$ cat config.mk
export PLATFORM = sky130hd
export DESIGN_NAME = store_align
export DESIGN_NICKNAME = d
export VERILOG_FILES = /design/src/design/mem_pkg.sv /design/src/design/store_align.sv
export SDC_FILE = /design/constraint.sdc
export NUM_CORES = 1
export LEC_CHECK = 0
export BUFFER_PORTS_ARGS = -buffer_cell sky130_fd_sc_hd__clkbuf_2
export CAP_MARGIN = 10
export CORE_AREA = 2 2 105 107
export CTS_BUF_LIST = sky130_fd_sc_hd__clkbuf_8 sky130_fd_sc_hd__clkbuf_16
export DETAILED_ROUTE_END_ITERATION = 10
export DIE_AREA = 0 0 107 109
export PLACE_DENSITY_LB_ADDON = 0.08
export REMOVE_ABC_BUFFERS = 1
export SLEW_MARGIN = 20
export SYNTH_ARGS = -nofsm -noshare
export SYNTH_HDL_FRONTEND = slang
export SYNTH_SLANG_ARGS = --single-unit
$ cat constraint.sdc
create_clock -name clk -period 3.4 [get_ports clk]
set_input_delay 0.68 -clock clk [delete_from_list [all_inputs] [get_ports clk]]
set_output_delay 0.68 -clock clk [all_outputs]
set_load 0.03 [all_outputs]
$ cat src/design/mem_pkg.sv
package mem_pkg;

    // memory operation seen by the back end
    typedef enum logic [3:0] {
        op_alu,     // result is the address field, no memory access
        op_lw,
        op_lb,
        op_lbu,
        op_lh,
        op_lhu,
        op_lwl,
        op_lwr,
        op_sw,
        op_sb,
        op_sh,
        op_swl,
        op_swr
    } mem_op_t;

    // one RAM word, seen as byte lanes or halfword lanes
    typedef union packed {
        logic [3:0][7:0]  b;
        logic [1:0][15:0] h;
    } word_lanes_u;

    localparam logic [4:0] exc_adel = 5'd4; // address error on load
    localparam logic [4:0] exc_ades = 5'd5; // address error on store

    function automatic logic op_is_load(mem_op_t op);
        return op inside {op_lw, op_lb, op_lbu, op_lh, op_lhu, op_lwl, op_lwr};
    endfunction

    function automatic logic op_is_store(mem_op_t op);
        return op inside {op_sw, op_sb, op_sh, op_swl, op_swr};
    endfunction

endpackage

$ cat src/design/store_align.sv
module store_align import mem_pkg::*; #(
    parameter int ram_addr_w = 10
) (
    input  logic                  clk,
    input  logic                  reset,
    input  logic                  flush,
    input  logic                  in_valid,
    input  mem_op_t               in_op,
    input  logic [31:0]           in_addr,
    input  logic [31:0]           in_rt,
    input  logic [4:0]            in_dest,
    input  logic [31:0]           in_pc,
    output logic                  ram_en,
    output logic [3:0]            ram_we,
    output logic [ram_addr_w-1:0] ram_addr,
    output logic [31:0]           ram_wdata,
    output logic                  is_valid,
    output mem_op_t               is_op,
    output logic [31:0]           is_addr,
    output logic [31:0]           is_rt,
    output logic [4:0]            is_dest,
    output logic [31:0]           is_pc,
    output logic                  is_ex,
    output logic [4:0]            is_exc_code
);

    logic        ex_shadow;   // op right behind a fault, keep it off the RAM
    logic [1:0]  off;
    logic        misalign;
    logic [3:0]  be;
    word_lanes_u st_lanes;

    always_ff @(posedge clk) begin
        if (reset) begin
            is_valid  <= 1'b0;
            ex_shadow <= 1'b0;
        end else begin
            is_valid  <= in_valid && !flush;
            ex_shadow <= is_ex && !flush;
        end
    end

    always_ff @(posedge clk) begin
        is_op   <= in_op;
        is_addr <= in_addr;
        is_rt   <= in_rt;
        is_dest <= in_dest;
        is_pc   <= in_pc;
    end

    assign off = is_addr[1:0];

    always_comb begin
        case (is_op)
            op_lw, op_sw:         misalign = (off != 2'b00);
            op_lh, op_lhu, op_sh: misalign = off[0];
            default:              misalign = 1'b0; // byte and partial word ops never fault
        endcase
    end

    assign is_ex       = is_valid && misalign;
    assign is_exc_code = !is_ex ? 5'd0 : (op_is_store(is_op) ? exc_ades : exc_adel);

    // lane enables and store data placement, little-endian offset
    always_comb begin
        st_lanes = is_rt;
        be       = 4'b0000;
        case (is_op)
            op_sw: be = 4'b1111;
            op_sb: begin
                st_lanes.b = {4{is_rt[7:0]}};
                be         = 4'b0001 << off;
            end
            op_sh: begin
                st_lanes.h = {2{is_rt[15:0]}};
                be         = off[1] ? 4'b1100 : 4'b0011;
            end
            op_swl: begin
                st_lanes = is_rt >> {~off, 3'b000}; // top bytes of rt down to byte 0
                be       = 4'b1111 >> ~off;
            end
            op_swr: begin
                st_lanes = is_rt << {off, 3'b000}; // low bytes of rt up to byte 3
                be       = 4'b1111 << off;
            end
            default: ;
        endcase
    end

    assign ram_en = is_valid && !is_ex && !flush && !ex_shadow
                    && (op_is_load(is_op) || op_is_store(is_op));
    assign ram_we    = (ram_en && op_is_store(is_op)) ? be : 4'b0000;
    assign ram_addr  = is_addr[ram_addr_w+1:2]; // upper bits dropped, addresses wrap
    assign ram_wdata = st_lanes;

endmodule

Word level (Yosys, flattened, before mapping)
Cells that the tools add are included.
{ "op_classes": {"reduce_logical": 17, "n_mux": 7, "shifts": 5, "n_bitwise": 1, "n_eq_ne": 12} }
{ "op_table": {"columns": ["operator", "n"], "rows": [
  ["32-bit case mux with 4 select lines", 1],
  ["32-bit by 5-bit << shifter with 32-bit output", 1],
  ["32-bit by 5-bit >> shifter with 32-bit output", 1],
  ["4-bit == test, second input constant", 5],
  ["4-bit case mux with 5 select lines", 1],
  ["4-bit by 3-bit == test with 1-bit output, second input constant", 4],
  ["4-bit by 2-bit == test with 1-bit output, second input constant", 2],
  ["1-bit logical AND", 8],
  ["4-bit two-way mux", 2],
  ["7-bit nonzero test", 1],
  ["5-bit nonzero test", 1],
  ["4-bit by 1-bit == test with 1-bit output, second input constant", 1],
  ["1-bit by 2-bit << shifter with 4-bit output, first input constant", 1],
  ["4-bit by 2-bit << shifter with 4-bit output, first input constant", 1],
  ["4-bit by 2-bit >> shifter with 4-bit output, first input constant", 1],
  ["1-bit logical NOT", 3],
  ["3-bit two-way mux", 1],
  ["3-bit OR reduction", 1],
  ["2-bit NOT", 1],
  ["1-bit case mux with 2 select lines", 1],
  ["2-bit nonzero test", 1],
  ["2-bit OR reduction", 1],
  ["1-bit logical OR", 1],
  ["1-bit two-way mux", 1]
]} }
{ "word_totals": {"ff_bits": 107, "in_bits": 109, "wordCells": 49, "output_inout_bits": 159} }

Logic depth before layout (Yosys ltp)
{ "depth": {"depth_word": 11, "depth_mapped": 8, "mapped_depth_nobuf": 4} }

Worst setup path before layout
No wires, ideal clock.
{ "synth_timing": {"path_type": "flip-flop to output port", "from": "register is_addr[0]", "to": "output port is_exc_code[0]", "required_time_ns": 2.720, "path_stages_with_launch": 7, "arrival_ns": 2.213, "path_buffers": 2, "setup_slack_ns": 0.507, "path_cell_list": "dfxtp_1 > buf_4 > buf_4 > nor4bb_1 > a211oi_1 > a21boi_1 > and2_1"} }
{ "synth_between": {"elab_chain_cells": 4} }
{ "synth_rtl": {"columns": ["element", "line", "rtl"], "rows": [
  ["from (decl)", "store_align.sv:19", "output logic [31:0] is_addr,"],
  ["from (signal assigned)", "store_align.sv:45", "is_addr <= in_addr;"],
  ["2-bit nonzero test", "store_align.sv:55", "op_lw, op_sw: misalign = (off != 2'b00);"],
  ["1-bit case mux with 2 select lines *", "store_align.sv:54", "case (is_op)"],
  ["1-bit logical AND *", "store_align.sv:61", "assign is_ex = is_valid && misalign;"],
  ["net is_ex", "store_align.sv:23", "output logic is_ex,"],
  ["3-bit two-way mux *", "store_align.sv:62", "assign is_exc_code = !is_ex ? 5'd0 : (op_is_store(is_op) ? exc_ades : exc_adel);"],
  ["to (decl)", "store_align.sv:24", "output logic [4:0] is_exc_code"]
]} }
Mark *: on every way through the listed nets, which the timed path passes. The rest lies on a longest branch.

Worst setup path after layout
{ "layout_timing": {"from": "register is_addr[1]", "to": "output port ram_wdata[6]"} }
{ "layout_between": {"elab_chain_cells": 3, "word_cells_on_any_way": 4, "cone_classes": "2 x shift; 1 x mux; 1 x bitwise"} }
{ "layout_rtl": {"columns": ["element", "line", "rtl"], "rows": [
  ["2-bit NOT", "store_align.sv:79", "st_lanes = is_rt >> {~off, 3'b000};"],
  ["32-bit by 5-bit >> shifter with 32-bit output", "store_align.sv:79", null],
  ["32-bit case mux with 4 select lines *", "store_align.sv:68", "case (is_op)"],
  ["to (decl)", "store_align.sv:16", "output logic [31:0] ram_wdata,"]
]} }
Mark *: on every way between the ends. The rest lies on a longest branch, timed or not.

==> flow_summary.toml <==
[yosys]
synth_top_cells_by_count = "dfxtp_1, buf_4, nand2_1"
synth-adder-area-share = 0.002438
yosys.area_share.simple = 0.1286
synth_top_family_by_area = "compound AO/OA/AOI/OAI gates"
synth_compound_area_frac = 0.1932
yosysTopAreaCellShare = 0.5218
yosys_warnings = 0
synth_edf_count = 0
synth_mux_area_frac = 0.07315
avgSynthCellArea_um2 = 10.95
ys_ff_latch = 107
synth_area_leaders = "dfxtp_1, mux4_2, buf_4"
postSynth.asyncResetShare = 0
ys.flop_type = "dfxtp_1"
ys_seq_area_frac = 0.5218
synth.distinct_cells = 56
synth.cell_area_um2 = 4105
synth_xor_xnor_area_share = 0.002133
synth_most_common_cell = "dfxtp_1"
synth_cells = 375
synth.largest_area_cell = "dfxtp_1"

[timing]
layout_setup_ws_ns = 0.2015
fin_crit_ns = 3.199
setup_viol = 0
max_clock_freq_ghz = 0.3126
slew_viol_final = 0
worstMarginPinSlew_ns = 0.5662
min_period_over_period = 0.9407
final-hold-violation-count = 0
rsz0062_at_grt = "false"
finClkSkew_ns = 0.005699
relSlewSlack = 0.6225

[power_and_ir_drop]
p_switching_mw = 0.9340
combinationalPowerShare = 0.230
cellLeakagePower_nw = 2.744
ir_drop_v = 0.0004533
p_int_mw = 1.824
p_sw_frac = 0.3386
p_clk_frac = 0.270
power_density_nw_per_um2 = 486.1
seqPwrFrac = 0.500

[detailed_routing]
drc = 0
drtIter0Drc = 350
drt-total-wl_mm = 13.64
viasPerCell = 5.205
avgRoutedWirePerCell_um = 17.74
via_count = 4003
drtPass1Iterations = 6
ant_nets = 0

[clocking]
cts.sinks = 107
post-cts-setup-buffers = 0
clkTransAtPathRegs_ns = 0.11
clockBufferDepth = 2
h-tree-depth = 3
cts_resized = 0
ctsHoldBuffers = 0
numCtsBuffers = 9
worstSkewPairLatency_ns = 0.37
cts_tree = "built"
clock-root-buffer = "clkbuf_8"

[flow_run]
max-cap-violations = 0

[critical_path]
endpoint_kind = "output pin"
cp-start-kind = "register"
max_stage_delay_ns = 0.60
endpoint = "ram_wdata[6]"
worstPathArrival_ns = 2.52
ff2ff_setup_slack_ns = 1.51
crit_fanout = 19
startpoint = "is_addr[1]"
slowest_stage = "dfxtp_2"
required_ns = 2.72
path_class = "reg -> out"
rr_worst_depth = 5
path_cells = "inv_1 -> and2_1 -> a211o_1 -> a22o_1 -> clkbuf_2"
r2r_end = "ex_shadow"
r2r_start = "is_addr[0]"

[placed_design]
post-place-ws_ns = 0.4989
io_buffers = 264
gp_congestion = 0.8554
dp.cells = 753
detailed_place_hpwl_mm = 10.40

[final_layout]
nNetsFinal = 733
fin_cells = 769
fillers = 1002
layout-drive-gt1-share = 0.5135
diodes = 0
regArea_um2 = 2145
layout-area-overhead-vs-synth_pct = 38.22
multi_input_area_um2 = 1674

[global_route]
antenna_found_initial = 0
grt_max_degree = 21
grt_pass1_vias = 3759
grt_overflow_total = 0
grt.total_usage = 0.2283
grt_pass1_wl_mm = 20.11

[die]
core_area_um2 = 10600
initial_utilization = 0.3872
rows = 38
fp.dieW_um = 107
die_area_um2 = 11660
io_pins = 268
die_height_um = 109

[run_status]
outcome = "finished clean"

[worst_hold_path]
hp-class = "in -> reg"
-- layout by cell type (no fill, tap or decap), types with 7 or more instances in the layout --
master	netlist	routed
nor2_1	7	7
nand4_1	14	14
buf_4	21	18
mux2_2	8	8
mux4_2	8	8
clkbuf_2	0	264
a22o_1	16	16
nor2b_1	8	8
a21oi_1	8	8
o221ai_1	8	8
inv_1	8	8
nand2_1	20	20
o211ai_1	10	10
dfxtp_1	107	105
nand3_1	15	15
clkbuf_8	0	9
nand2b_1	7	7
-- worst min path at each step --
| stage | from | endpoint | slack [ns] | cells after the start |
|---|---|---|---|---|
| after floorplan | in_addr[0] | is_addr[0] | 0.71 | 0 |
| after global placement | is_valid | ex_shadow | 0.64 | 2 |
| after detailed placement | is_valid | ex_shadow | 0.66 | 2 |
| after CTS | in_addr[16] | is_addr[16] | 0.36 | 1 |
| after global routing | in_addr[5] | is_addr[5] | 0.35 | 1 |
| final | in_addr[16] | is_addr[16] | 0.39 | 1 |
-- cell type report --
type                       count  area share
inverter                       9    0.005954
timing repair buffer         282      0.2567
tap                          140     0.03087
clock inverter                 7     0.01169
multi-input combinational    215      0.2950
clock buffer                   9     0.02183
sequential                   107      0.3779
-- flip-flops by register name, summed over array words and instances (netlist names) --
signal,flops
is_addr,32
is_pc,32
is_rt,32
is_dest,5
is_op,4
ex_shadow,1
is_valid,1
-- metal layers --
layer | global-route usage | up-vias | part of all wire
met2 | 0.3972 | 212 | 0.51
li1 | - | 1907 | -
met3 | 0.06934 | 24 | 0.086
met1 | 0.2608 | 1860 | 0.38
met5 | 0 | - | 0
met4 | 0.09740 | 0 | 0.022
-- worst max-delay path, delay by kind of cell (launching register included) --
family,cells,cell delay (ns)
AO/OA/AOI/OAI,2,0.79
flip-flops,1,0.60
buffers and inverters,2,0.50
AND/OR/NAND/NOR,1,0.24
-- kinds of logic after synthesis --
group,after synthesis
adder cells (fa/ha/maj),1
multiplexers,19
flip-flops,107
other,1
AND/OR/NAND/NOR,93
buffers and inverters,55
XOR/XNOR,1
AO/OA/AOI/OAI,98
-- power by group through the flow --
| stage | logic, mW | registers [mW] | clock network, mW |
|---|---|---|---|
| 2_1_floorplan | 0.241 | 1.55 | 0 |
| 6_report | 0.635 | 1.38 | 0.746 |
| 5_1_grt | 0.673 | 1.39 | 0.830 |
| 3_5_place_dp | 0.635 | 1.41 | 0 |
| 4_1_cts | 0.637 | 1.38 | 0.772 |
| 3_3_place_gp | 0.632 | 1.40 | 0 |
-- through the flow --
stage | area (um2) | hold WS [ns] | utilization | setup TNS, ns | power (mW)
finish | 5674 | 0.3854 | 0.5352 | 0 | 2.758
global route | 5674 | 0.3550 | 0.5352 | 0 | 2.891
CTS | 5667 | 0.3598 | 0.5345 | 0 | 2.787
detailed placement | 5477 | 0.6561 | 0.5165 | 0 | 2.042
global placement | 5477 | 0.6441 | 0.5165 | 0 | 2.036
floorplan | 3827 | 0.7077 | - | -14.33 | 1.796
Note: power is estimated with default switching activity, not from simulation.
