$ cat config.mk
export PLATFORM = sky130hd
export DESIGN_NAME = mem_stage
export DESIGN_NICKNAME = d
export VERILOG_FILES = /design/src/design/mem_pkg.sv /design/src/design/mem_stage.sv
export SDC_FILE = /design/constraint.sdc
export NUM_CORES = 1
export LEC_CHECK = 0
export CORE_MARGIN = 2
export CORE_UTILIZATION = 35
export CTS_BUF_LIST = sky130_fd_sc_hd__clkbuf_8
export DETAILED_ROUTE_END_ITERATION = 8
export DONT_BUFFER_PORTS = 1
export SLEW_MARGIN = 40
export SYNTH_ARGS = -nofsm -noshare
export SYNTH_HDL_FRONTEND = slang
export SYNTH_SLANG_ARGS = --single-unit
export TNS_END_PERCENT = 1
$ cat constraint.sdc
create_clock -name clk -period 2.53 [get_ports clk]
set_input_delay 0.6325 -clock clk [delete_from_list [all_inputs] [get_ports clk]]
set_output_delay 0.6325 -clock clk [all_outputs]
set_load 0.02 [all_outputs]
$ cat src/design/mem_pkg.sv
package mem_pkg;

    // memory operation seen by the back end
    typedef enum logic [3:0] {
        op_alu,     // result is the address field, no memory access
        op_lw,
        op_lb,
        op_lbu,
        op_lh,
        op_lhu,
        op_lwl,
        op_lwr,
        op_sw,
        op_sb,
        op_sh,
        op_swl,
        op_swr
    } mem_op_t;

    // one RAM word, seen as byte lanes or halfword lanes
    typedef union packed {
        logic [3:0][7:0]  b;
        logic [1:0][15:0] h;
    } word_lanes_u;

    localparam logic [4:0] exc_adel = 5'd4; // address error on load
    localparam logic [4:0] exc_ades = 5'd5; // address error on store

    function automatic logic op_is_load(mem_op_t op);
        return op inside {op_lw, op_lb, op_lbu, op_lh, op_lhu, op_lwl, op_lwr};
    endfunction

    function automatic logic op_is_store(mem_op_t op);
        return op inside {op_sw, op_sb, op_sh, op_swl, op_swr};
    endfunction

endpackage

$ cat src/design/mem_stage.sv
module mem_stage import mem_pkg::*; (
    input  logic        clk,
    input  logic        reset,
    input  logic        flush,
    input  logic        is_valid,
    input  mem_op_t     is_op,
    input  logic [31:0] is_addr,
    input  logic [31:0] is_rt,
    input  logic [4:0]  is_dest,
    input  logic [31:0] is_pc,
    input  logic        is_ex,
    input  logic [4:0]  is_exc_code,
    input  logic [31:0] ram_rdata,
    output logic        ms_valid,
    output logic        ms_we,
    output logic [4:0]  ms_dest,
    output logic [31:0] ms_result,
    output logic [31:0] ms_pc,
    output logic        ms_ex,
    output logic [4:0]  ms_exc_code,
    output logic [31:0] ms_badvaddr,
    output logic [4:0]  mem_fwd_dest,
    output logic [31:0] mem_fwd_data
);

    mem_op_t     ms_op;
    logic [31:0] ms_addr;
    logic [31:0] ms_rt;      // old rt value for the lwl/lwr merge
    logic [1:0]  off;
    word_lanes_u rd;
    logic [7:0]  sel_byte;
    logic [15:0] sel_half;
    logic [31:0] lwl_data;
    logic [31:0] lwr_data;
    logic [31:0] load_data;

    always_ff @(posedge clk) begin
        if (reset || flush) begin
            ms_valid <= 1'b0;
            ms_ex    <= 1'b0;
        end else begin
            ms_valid <= is_valid;
            ms_ex    <= is_ex;
        end
    end

    always_ff @(posedge clk) begin
        ms_op       <= is_op;
        ms_addr     <= is_addr;
        ms_rt       <= is_rt;
        ms_dest     <= is_dest;
        ms_pc       <= is_pc;
        ms_exc_code <= is_exc_code;
    end

    assign rd       = ram_rdata; // read word arrives with this register
    assign off      = ms_addr[1:0];
    assign sel_byte = rd.b[off];
    assign sel_half = rd.h[off[1]];

    // lwl fills rt from the top with memory bytes 0..off
    always_comb begin
        case (off)
            2'd0:    lwl_data = {rd.b[0], ms_rt[23:0]};
            2'd1:    lwl_data = {rd.h[0], ms_rt[15:0]};
            2'd2:    lwl_data = {ram_rdata[23:0], ms_rt[7:0]};
            default: lwl_data = ram_rdata;
        endcase
    end

    // lwr fills rt from the bottom with memory bytes off..3
    always_comb begin
        case (off)
            2'd0:    lwr_data = ram_rdata;
            2'd1:    lwr_data = {ms_rt[31:24], ram_rdata[31:8]};
            2'd2:    lwr_data = {ms_rt[31:16], rd.h[1]};
            default: lwr_data = {ms_rt[31:8], rd.b[3]};
        endcase
    end

    always_comb begin
        case (ms_op)
            op_lb:   load_data = {{24{sel_byte[7]}}, sel_byte};
            op_lbu:  load_data = {24'd0, sel_byte};
            op_lh:   load_data = {{16{sel_half[15]}}, sel_half};
            op_lhu:  load_data = {16'd0, sel_half};
            op_lwl:  load_data = lwl_data;
            op_lwr:  load_data = lwr_data;
            default: load_data = ram_rdata; // lw
        endcase
    end

    assign ms_result   = op_is_load(ms_op) ? load_data : ms_addr;
    assign ms_badvaddr = ms_addr;

    // faulting ops and stores write no register
    assign ms_we = ms_valid && !ms_ex && (ms_op == op_alu || op_is_load(ms_op));

    assign mem_fwd_dest = ms_we ? ms_dest : 5'd0;
    assign mem_fwd_data = ms_result;

endmodule

Word-level counts from Yosys, hierarchy flattened

Index checks and enable logic that the tools add are counted.

Memories kept: 0
Bits in read-only memories: 0
Input bits: 147
Bits in latches: 0
Flip-flop bits (word level): 112
RAM bits: 0

$mul: 0
Bitwise operators: 0
Reduce and logical (&&, ||, !) cells: 8
Shift operators: 0
Multiplexer cells: 9
Add/subtract/negate cells: 0
Order comparisons: 2
Equal/unequal tests: 9
Divide/modulo/power cells: 0

Operators by type and width:

| cell               | count |
|---|---|
| $pmux 32 s3        | 2 |
| $pmux 32 s6        | 1 |
| $mux 16            | 2 |
| $mux 32            | 1 |
| $bmux 8 s2         | 1 |
| $eq 4x3->1 const B | 4 |
| $eq 4x2->1 const B | 2 |
| $mux 8             | 1 |
| $reduce_bool 7->1  | 1 |
| $mux 5             | 1 |
| $eq 4x1->1 const B | 1 |
| $logic_not 4->1    | 1 |
| $lt 2x3->1 const B | 1 |
| $eq 2x1->1 const B | 1 |
| $eq 2x2->1 const B | 1 |
| $logic_and 1x1->1  | 2 |
| $logic_not 2->1    | 1 |
| $logic_or 1x1->1   | 2 |
| $lt 1x2->1 const B | 1 |
| $logic_not 1->1    | 1 |

Longest topological paths before layout

Gate-level depths: netlist (run 1).

Depth after elaboration: 5
Mapped depth: 9
Gate-level depth less buffers: 4

Worst setup path after synthesis (run 1)

Ideal clock, no wire load.

Path type: flip-flop to output port
From: register ms_addr[1] (netlist: ms_badvaddr[1])
To: output ms_result[0]
Setup slack: -0.364 ns
Path buffers: 4
Required time: 1.898 ns
Stages on the path, launching flop included: 8
Arrival time: 2.261 ns
Path through: dfxtp_1 -> buf_4 -> buf_4 -> buf_4 -> mux2i_1 -> a221oi_1 -> a211oi_1 -> buf_4

Word-level cells in the longest chain between the ends: 4

Ends and longest elaborated chain:

| element                                   | line                             | RTL |
|---|---|---|
| start, declared                           | mem_stage.sv:27                  | `logic [31:0] ms_addr;` |
| start signal, assigned                    | mem_stage.sv:49                  | `ms_addr <= is_addr;` |
| $eq 2x2->1, or another cell as far along  | mem_stage.sv:63, mem_stage.sv:73 |  |
| $pmux 32 s3, or another cell as far along | mem_stage.sv:73                  | `case (off)` |
| $pmux 32 s6 *                             | mem_stage.sv:82                  | `case (ms_op)` |
| $mux 32 *                                 | mem_stage.sv:93                  | `assign ms_result = op_is_load(ms_op) ? load_data : ms_addr;` |
| end, declared                             | mem_stage.sv:17                  | `output logic [31:0] ms_result,` |

Every way passes the cells marked *; elsewhere a longest branch is shown, timed or not. The select of a mux whose other input is x is not followed.

Worst setup path after layout (run 1)

From: register ms_addr[1] (netlist: ms_badvaddr[1])
To: output ms_result[26]

The elaborated chain is that of the path after synthesis.

==> impl_metrics.csv, run 1 <==
group,metric,value,unit
run_status,status,"complete, but fails checks",
run_status,failed_checks,"negative setup slack",
synthesis,syn_area,4970,µm²
cells_and_area,drive_gt1_frac,0.443,
sta,fin_crit_sh,1.10,
sta,slew_viol_final,0,
power,finalPower,4.17,mW
setup_path,end_kind,"output pin",
global_routing,grtUsageTotal,0.211,
setup_path,worstPathRequired,1.90,ns
cts,postCtsHoldBufs,0,
drt,wire_per_inst,25.0,µm
synthesis,synthDistinctLibCells,41,
sta,finalSetupViolations,64,
sta,fin_setup_tns,-13.27,ns
cts,clock-sinks,112,
sta,tightest_slew,0.382,ns
cts,cts-root-buf,"clkbuf_8",
cells_and_area,num-fill-cells,1315,
sta,fin_crit,2.78,ns
cts,clk_pin_slew,0.12,ns
sta,hold_viol_final,0,
cells_and_area,synthToLayoutAreaGrowth,30.3,%
drt,drtAntennaViolNets,0,
drt,vias,3917,
synthesis,synth_edf_count,0,
placement,dpl.cell_count,638,
global_routing,antenna_found_initial,0,
flow_run,max_cap_viol_count,0,
placement,place_ws,-0.0144,ns
floorplanning,die_w,123,µm
global_routing,grt_start_max_net_pins,35,
setup_path,worstPathMaxFanout,19,
drt,drt-initial-drc-count,143,
power,leakagePower,2.45,nW
cells_and_area,fin_cells,663,
cts,cts_tree,"built",
cells_and_area,finalNetCount,625,
global_routing,grt-ovfl-total,0,
placement,gp_congestion,0.825,
min_path,hp-class,"in -> reg",
synthesis,synthArstFlopShare,0,
floorplanning,die-height,123,µm
sta,rsz0062_at_grt,"true",
floorplanning,dieArea,15200,µm²
floorplanning,rows,43,
global_routing,grt_pass1_vias,4108,
synthesis,synthesis.nets,609,
power,ir_drop,0.000534,V
setup_path,cp-start-kind,"register",
cells_and_area,num_antenna_cells,0,
sta,setup_ws,-0.251,ns
drt,viasPerCell,5.91,
synthesis,ys_seq_area_frac,0.451,
cells_and_area,multi_input_area,2790,µm²
setup_path,setup.worst_path.class,"reg -> out",
drt,route.final.wire_length,16600,µm
sta,relSlewSlack,0.740,
setup_path,arrival,2.15,ns
placement,port_buffers,0,
power,power_density,643,nW/µm²
global_routing,grt_pass1_wl,23500,µm
synthesis,yosysWarnings,0,
drt,drc,0,
cts,clk_path_buf_depth,2,
floorplanning,start_util,0.358,
cts,numCtsBuffers,9,
floorplanning,coreArea,13900,µm²
cells_and_area,regArea,2260,µm²
placement,hpwlAfterDp,12100,µm
synthesis,ys_dominant_reg_cell,"dfxtp_1",
synthesis,avgSynthCellArea,10.8,µm²
synthesis,synth_cells,462,
sta,fmax,360,MHz
cts,htree_levels,3,
synthesis,ys_ff_latch,112,
floorplanning,num_io_pins,293,
drt,firstDrtPassIters,4,
[layout by cell type, fill, tap and decap left out, types with 12 or more instances in the layout]
cell        n
nor3_1     12
mux2_2     14
a21oi_1    20
buf_12     21
nor2_1     62
a22oi_2    16
buf_6      18
buf_4      30
a221oi_2   17
dfxtp_1   106
mux2i_1    23
mux4_2     13
[path summary, 6_finish.rpt]
path / startpoint / end / depth (start not counted)
min: is_addr[19] / ms_badvaddr[19] / 0
max: ms_badvaddr[1] / ms_result[26] / 7
[per-layer routing]
| metal | global-route usage | vias to the layer above | routed length, µm |
|---|---|---|---|
| met5 | 0 | - | 0 |
| met4 | 0.115 | 0 | 707 |
| met3 | 0.0678 | 46 | 1290 |
| met2 | 0.379 | 245 | 8710 |
| met1 | 0.215 | 1913 | 5850 |
| li1 | - | 1713 | - |
[layout make-up]
class                      instances  area share
clock buffer                       9      0.0191
clock inverter                     7      0.0166
inverter                           2     0.00116
multi-input combinational        279       0.430
sequential                       112       0.349
tap                              180      0.0347
timing repair buffer              74       0.150
[registers in the layout (all words and copies together) (netlist names)]
name	count
ms_badvaddr	32
ms_dest	5
ms_ex	1
ms_exc_code	5
ms_op	4
ms_pc	32
ms_rt	32
ms_valid	1
[repair_timing]
action,CTS,global route
endpoints found under the setup margin,64,64
resized for setup,75,30
pin swaps,18,13
buffers inserted,5,1
cloned,2,2
[power breakdown]
group	total, mW	internal (mW)	switching (mW)
Clock	1.19	0.502	0.690
Sequential	1.99	1.86	0.137
Combinational	0.979	0.455	0.524
[Yosys cell counts (4+ instances only)]
cell	instances	area share
dfxtp_1	112	0.45
nor2_1	63	0.048
buf_4	40	0.060
mux2i_1	37	0.074
a21oi_1	23	0.023
a221oi_1	19	0.033
a22oi_1	16	0.024
mux2_2	16	0.036
nor3_1	12	0.012
buf_2	11	0.011
o21ai_0	11	0.011
a211oi_1	10	0.015
clkbuf_1	10	0.0075
nand2_1	10	0.0075
mux4_1	9	0.048
a221oi_2	8	0.024
mux4_2	8	0.036
o2bb2ai_1	7	0.012
and2_1	6	0.0075
buf_6	6	0.014
nor3b_1	4	0.0060
[metrics by stage]
step	hold slack (ns)	cell area [µm²]	utilization
3_5_place_dp	0.660	5660	0.408
2_1_floorplan	0.660	5190	-
6_report	0.244	6480	0.467
5_1_grt	0.221	6480	0.467
4_1_cts	0.222	6290	0.453
3_3_place_gp	0.660	5660	0.408
[logic make-up after synthesis]
| kind of cell | synth area share |
|---|---|
| simple gates | 0.0989 |
| mux | 0.197 |
| compound gates | 0.155 |
| buf+inv | 0.0989 |
| flops | 0.451 |
[critical path, stage by stage (launching register included)]
cell,delay (ns)
dfxtp_4,0.42
buf_12,0.14
buf_16,0.17
mux2i_4,0.29
buf_6,0.14
a22oi_2,0.09
a221oi_4,0.33
buf_12,0.17
Power figures use the tool's default switching activity.
==> run 2, diff against run 1 <==
- SETUP_SLACK_MARGIN: default -> 0.1
==> run 2 against run 1 <==
Net effect: the run still ends with negative setup slack left; combinational power is 9% higher; sequential cell count did not move; sequential share of layout area shrank 1.4 points; global-route usage is 0.30 points higher.
==> impl_metrics.csv, run 2 (synthesis gave the netlist of run 1 again) <==
group,metric,value,unit
cells_and_area,num_antenna_cells,0,
global_routing,grt_pass1_vias,4119,
drt,viasPerCell,5.74,
drt,wire_per_inst,25.1,µm
cells_and_area,finalNetCount,637,
sta,fin_crit,2.83,ns
cts,clk_pin_slew,0.11,ns
cts,clk_path_buf_depth,2,
drt,drtAntennaViolNets,0,
floorplanning,rows,43,
power,seqPwrFrac,0.489,
sta,relSlewSlack,0.702,
setup_path,arrival,2.19,ns
floorplanning,coreArea,13900,µm²
global_routing,grt-ovfl-total,0,
min_path,hp-class,"in -> reg",
floorplanning,die_w,123,µm
power,comb_power_share,0.261,
setup_path,cp-start-kind,"register",
cells_and_area,drive_gt1_frac,0.459,
cts,numCtsBuffers,9,
sta,fin_crit_sh,1.12,
min_path,min-delay-start,"is_addr[18]",
power,leakagePower,2.56,nW
placement,port_buffers,0,
power,power.internal,2.75,mW
floorplanning,dieArea,15200,µm²
sta,fmax,354,MHz
power,p_sw_frac,0.327,
setup_path,cp-startpoint,"ms_badvaddr[0]",
drt,firstDrtPassIters,4,
sta,rsz0062_at_grt,"true",
cells_and_area,final_cell_mix,"dfxtp_1 (107), nor2_1 (61), buf_4 (40), buf_12 (29), mux2i_1 (23)",
power,power_switching,1.34,mW
run_status,status,"complete, but fails checks",
sta,slew_viol_final,0,
sta,hold_slack,0.251,ns
placement,gp_congestion,0.859,
setup_path,worstPathRequired,1.90,ns
sta,tightest_slew,0.446,ns
global_routing,grt_pass1_wl,23700,µm
power,power_density,606,nW/µm²
global_routing,antenna_found_initial,0,
drt,drt-initial-drc-count,221,
global_routing,grtUsageTotal,0.214,
sta,finalSetupViolations,64,
global_routing,grt_start_max_net_pins,29,
cells_and_area,final_common_cell,"dfxtp_1",
sta,hold_viol_final,0,
cts,clock-sinks,112,
flow_run,max_cap_viol_count,0,
sta,setup_ws,-0.296,ns
floorplanning,die-height,123,µm
setup_path,worstPathMaxFanout,7,
run_status,failed_checks,"negative setup slack",
cts,cts-root-buf,"clkbuf_8",
floorplanning,start_util,0.358,
cts,cts_tree,"built",
power,ir_drop,0.000390,V
drt,drc,0,
cells_and_area,synthToLayoutAreaGrowth,35.7,%
drt,vias,3873,
drt,route.final.wire_length,16900,µm
floorplanning,num_io_pins,293,
sta,fin_setup_tns,-16.14,ns
power,p_clk_frac,0.250,
placement,hpwlAfterDp,12500,µm
cts,htree_levels,3,
setup_path,setup.worst_path.class,"reg -> out",
setup_path,end_kind,"output pin",
## run 2: changes by cell type in the layout (fill, tap and decap cells not counted), moves of 4 or more
| cell | delta |
|---|---|
| a21oi_1 | -4 |
| buf_6 | -11 |
| mux4_1 | +4 |
| a221oi_2 | -4 |
| buf_8 | +4 |
| mux4_2 | -4 |
| buf_4 | +10 |
| buf_12 | +8 |
| a21oi_2 | +4 |
| a221oi_4 | +4 |
## run 2: area by class of cell
class / count / area [µm²]
Fill cell: 1277 / 7130
Sequential cell: 112 / 2260
Timing Repair Buffer: 86 / 1160
Tap cell: 180 / 225
Clock inverter: 7 / 65.1
Clock buffer: 9 / 124
Inverter: 2 / 7.51
Multi-Input combinational cell: 279 / 2910
## run 2: worst paths after layout
path | end | slack, ns | cells after the start
max | mem_fwd_data[6] | -0.30 | 8
min | ms_badvaddr[18] | 0.25 | 0
## run 2: metal layers
| layer | routed length, µm | global-route usage | vias to the layer above |
|---|---|---|---|
| li1 | - | - | 1745 |
| met1 | 6350 | 0.231 | 1893 |
| met2 | 8970 | 0.382 | 206 |
| met3 | 1170 | 0.0687 | 29 |
| met4 | 465 | 0.0902 | 0 |
| met5 | 0 | 0 | - |
## run 2: power groups by stage
stage | clock network, mW | logic (mW) | registers (mW)
floorplan | 0 | 0.709 | 2.01
global placement | 0 | 0.954 | 2.04
detailed placement | 0 | 0.961 | 2.04
CTS | 1.07 | 1.02 | 2.00
global route | 1.13 | 1.13 | 2.01
finish | 1.02 | 1.07 | 2.00
## run 2: critical path, cell delays in order (launching register included)
cell and delay, ns:
dfxtp_4 0.42, buf_12 0.13, buf_16 0.13, mux2i_4 0.26, mux2i_4 0.11, a221oi_2 0.35, buf_4 0.17, a211oi_2 0.05
buf_4 0.18
## run 2: through the flow
stage          power [mW]  utilization  setup WS, ns  std cells  cell area [µm²]
6_report             4.09        0.486        -0.296        675             6750
5_1_grt              4.27        0.486        -0.381        675             6750
4_1_cts              4.09        0.465        -0.324        671             6450
3_5_place_dp         3.00        0.434       -0.0258        653             6020
3_3_place_gp         2.99        0.434       -0.0138        653             6020
2_1_floorplan        2.72            -      -0.00918        462             5370
## run 2: timing repair
| action | 4_1_cts | 5_1_grt |
|---|---|---|
| gates cloned | 1 | 4 |
| buffers inserted | 1 | 0 |
| pin swaps | 9 | 10 |
| resized for setup | 51 | 39 |
| hold buffers | 0 | 0 |
| setup endpoints to repair | 64 | 70 |
==> run 3, diff against run 2 <==
- PLACE_DENSITY: default -> 0.47
==> run 3 against run 2 <==
Net effect: the run still ends with negative setup slack left; global-route usage about the same; first-iteration DRC count is 40% lower; power grew 2.5%; die area unchanged; hold slack about the same; final cell count fell by 0.15%.
==> impl_metrics.csv, run 3 (synthesis gave the netlist of run 1 again) <==
group,metric,value,unit
global_routing,grt_pass1_vias,3957,
drt,drc,0,
setup_path,worstPathMaxFanout,7,
placement,hpwlAfterDp,11600,µm
sta,setup_ws,-0.279,ns
power,ir_drop,0.000382,V
power,comb_power_share,0.266,
sta,tightest_slew,0.382,ns
setup_path,cp-startpoint,"ms_badvaddr[1]",
floorplanning,dieArea,15200,µm²
cts,htree_levels,3,
sta,hold_viol_final,0,
cells_and_area,final_cell_mix,"dfxtp_1 (106), nor2_1 (60), buf_4 (36), buf_12 (33), mux2i_1 (19)",
drt,drt-initial-drc-count,133,
floorplanning,start_util,0.358,
drt,viasPerCell,5.66,
global_routing,grt_start_max_net_pins,33,
floorplanning,num_io_pins,293,
power,p_sw_frac,0.327,
drt,firstDrtPassIters,4,
placement,place_ws,-0.00955,ns
power,power.internal,2.82,mW
setup_path,end_kind,"output pin",
min_path,hp-class,"in -> reg",
global_routing,grt_pass1_wl,23700,µm
cts,cts-root-buf,"clkbuf_8",
cells_and_area,synthToLayoutAreaGrowth,38.9,%
placement,port_buffers,0,
sta,finalSetupViolations,64,
global_routing,antenna_found_initial,1,
drt,vias,3812,
drt,wire_per_inst,24.3,µm
setup_path,setup.worst_path.class,"reg -> out",
cts,clk_pin_slew,0.12,ns
cts,cts_tree,"built",
floorplanning,die_w,123,µm
sta,relSlewSlack,0.738,
min_path,min-delay-start,"is_addr[19]",
cells_and_area,num-fill-cells,1281,
cells_and_area,final_common_cell,"dfxtp_1",
power,power_switching,1.37,mW
sta,fin_crit_sh,1.11,
cts,clk_path_buf_depth,2,
run_status,status,"complete, but fails checks",
power,leakagePower,2.56,nW
sta,slew_viol_final,0,
setup_path,endpoint,"ms_result[19]",
sta,fmax,356,MHz
sta,fin_crit,2.81,ns
cells_and_area,final_core_util,0.498,
power,seqPwrFrac,0.475,
power,power_density,607,nW/µm²
placement,gp_congestion,0.808,
cts,numCtsBuffers,9,
floorplanning,die-height,123,µm
cells_and_area,multi_input_area,3000,µm²
cts,clock-sinks,112,
global_routing,grtUsageTotal,0.214,
run_status,failed_checks,"negative setup slack",
power,p_clk_frac,0.259,
sta,rsz0062_at_grt,"true",
flow_run,max_cap_viol_count,0,
cells_and_area,num_antenna_cells,0,
cells_and_area,finalNetCount,636,
cells_and_area,regArea,2260,µm²
sta,hold_slack,0.251,ns
setup_path,cp-start-kind,"register",
drt,drtAntennaViolNets,0,
setup_path,arrival,2.18,ns
floorplanning,coreArea,13900,µm²
drt,route.final.wire_length,16400,µm
global_routing,grt-ovfl-total,0,
floorplanning,rows,43,
cells_and_area,drive_gt1_frac,0.480,
setup_path,worstPathRequired,1.90,ns
## run 3: per-stage QoR
| step | TNS (ns) | instance area [µm²] | std cells | power (mW) |
|---|---|---|---|---|
| floorplan | -0.0345 | 5370 | 462 | 2.72 |
| global placement | -0.0451 | 5930 | 640 | 2.97 |
| detailed placement | -0.0315 | 5930 | 640 | 2.97 |
| CTS | -16.43 | 6730 | 669 | 4.21 |
| global route | -19.64 | 6910 | 674 | 4.37 |
| finish | -14.95 | 6910 | 674 | 4.19 |
## run 3: power groups by stage
stage / combinational [mW] / sequential (mW) / clock (mW)
floorplan: 0.709 / 2.01 / 0
global route: 1.18 / 2.00 / 1.19
detailed placement: 0.935 / 2.03 / 0
finish: 1.12 / 1.99 / 1.09
global placement: 0.932 / 2.03 / 0
CTS: 1.08 / 1.99 / 1.13
## run 3: final cells by class
type / instances / share of cell area
timing repair buffer: 85 / 0.175
sequential: 112 / 0.327
tap: 180 / 0.0326
clock buffer: 10 / 0.0199
clock inverter: 6 / 0.0101
inverter: 2 / 0.00109
multi-input combinational: 279 / 0.434
## run 3: what timing repair did
| item | 4_1_cts | 5_1_grt |
|---|---|---|
| gates resized for setup | 88 | 24 |
| gates cloned | 5 | 0 |
| setup buffers | 8 | 5 |
| pin swaps | 30 | 8 |
| setup endpoints to repair | 64 | 64 |
| hold buffers | 0 | 0 |
## run 3: worst max-delay path: stages, from the launching register on
cell	delay (ns)
dfxtp_4	0.42
mux4_2	0.56
nand2_2	0.11
o211a_4	0.19
buf_12	0.11
buf_12	0.14
a221oi_2	0.07
buf_4	0.19
## run 3: worst min-delay path by stage
stage / end / depth (start not counted)
5_1_grt: ms_pc[12] / 0
3_3_place_gp: ms_badvaddr[1] / 0
6_report: ms_badvaddr[19] / 0
2_1_floorplan: ms_badvaddr[10] / 0
3_5_place_dp: ms_badvaddr[1] / 0
4_1_cts: ms_badvaddr[13] / 0
## run 3: per-layer routing
layer / wire length [µm] / vias up / GRT usage
li1: - / 1732 / -
met1: 6370 / 1890 / 0.255
met2: 8490 / 168 / 0.367
met3: 1230 / 20 / 0.0646
met4: 303 / 2 / 0.0689
met5: 5 / - / 0
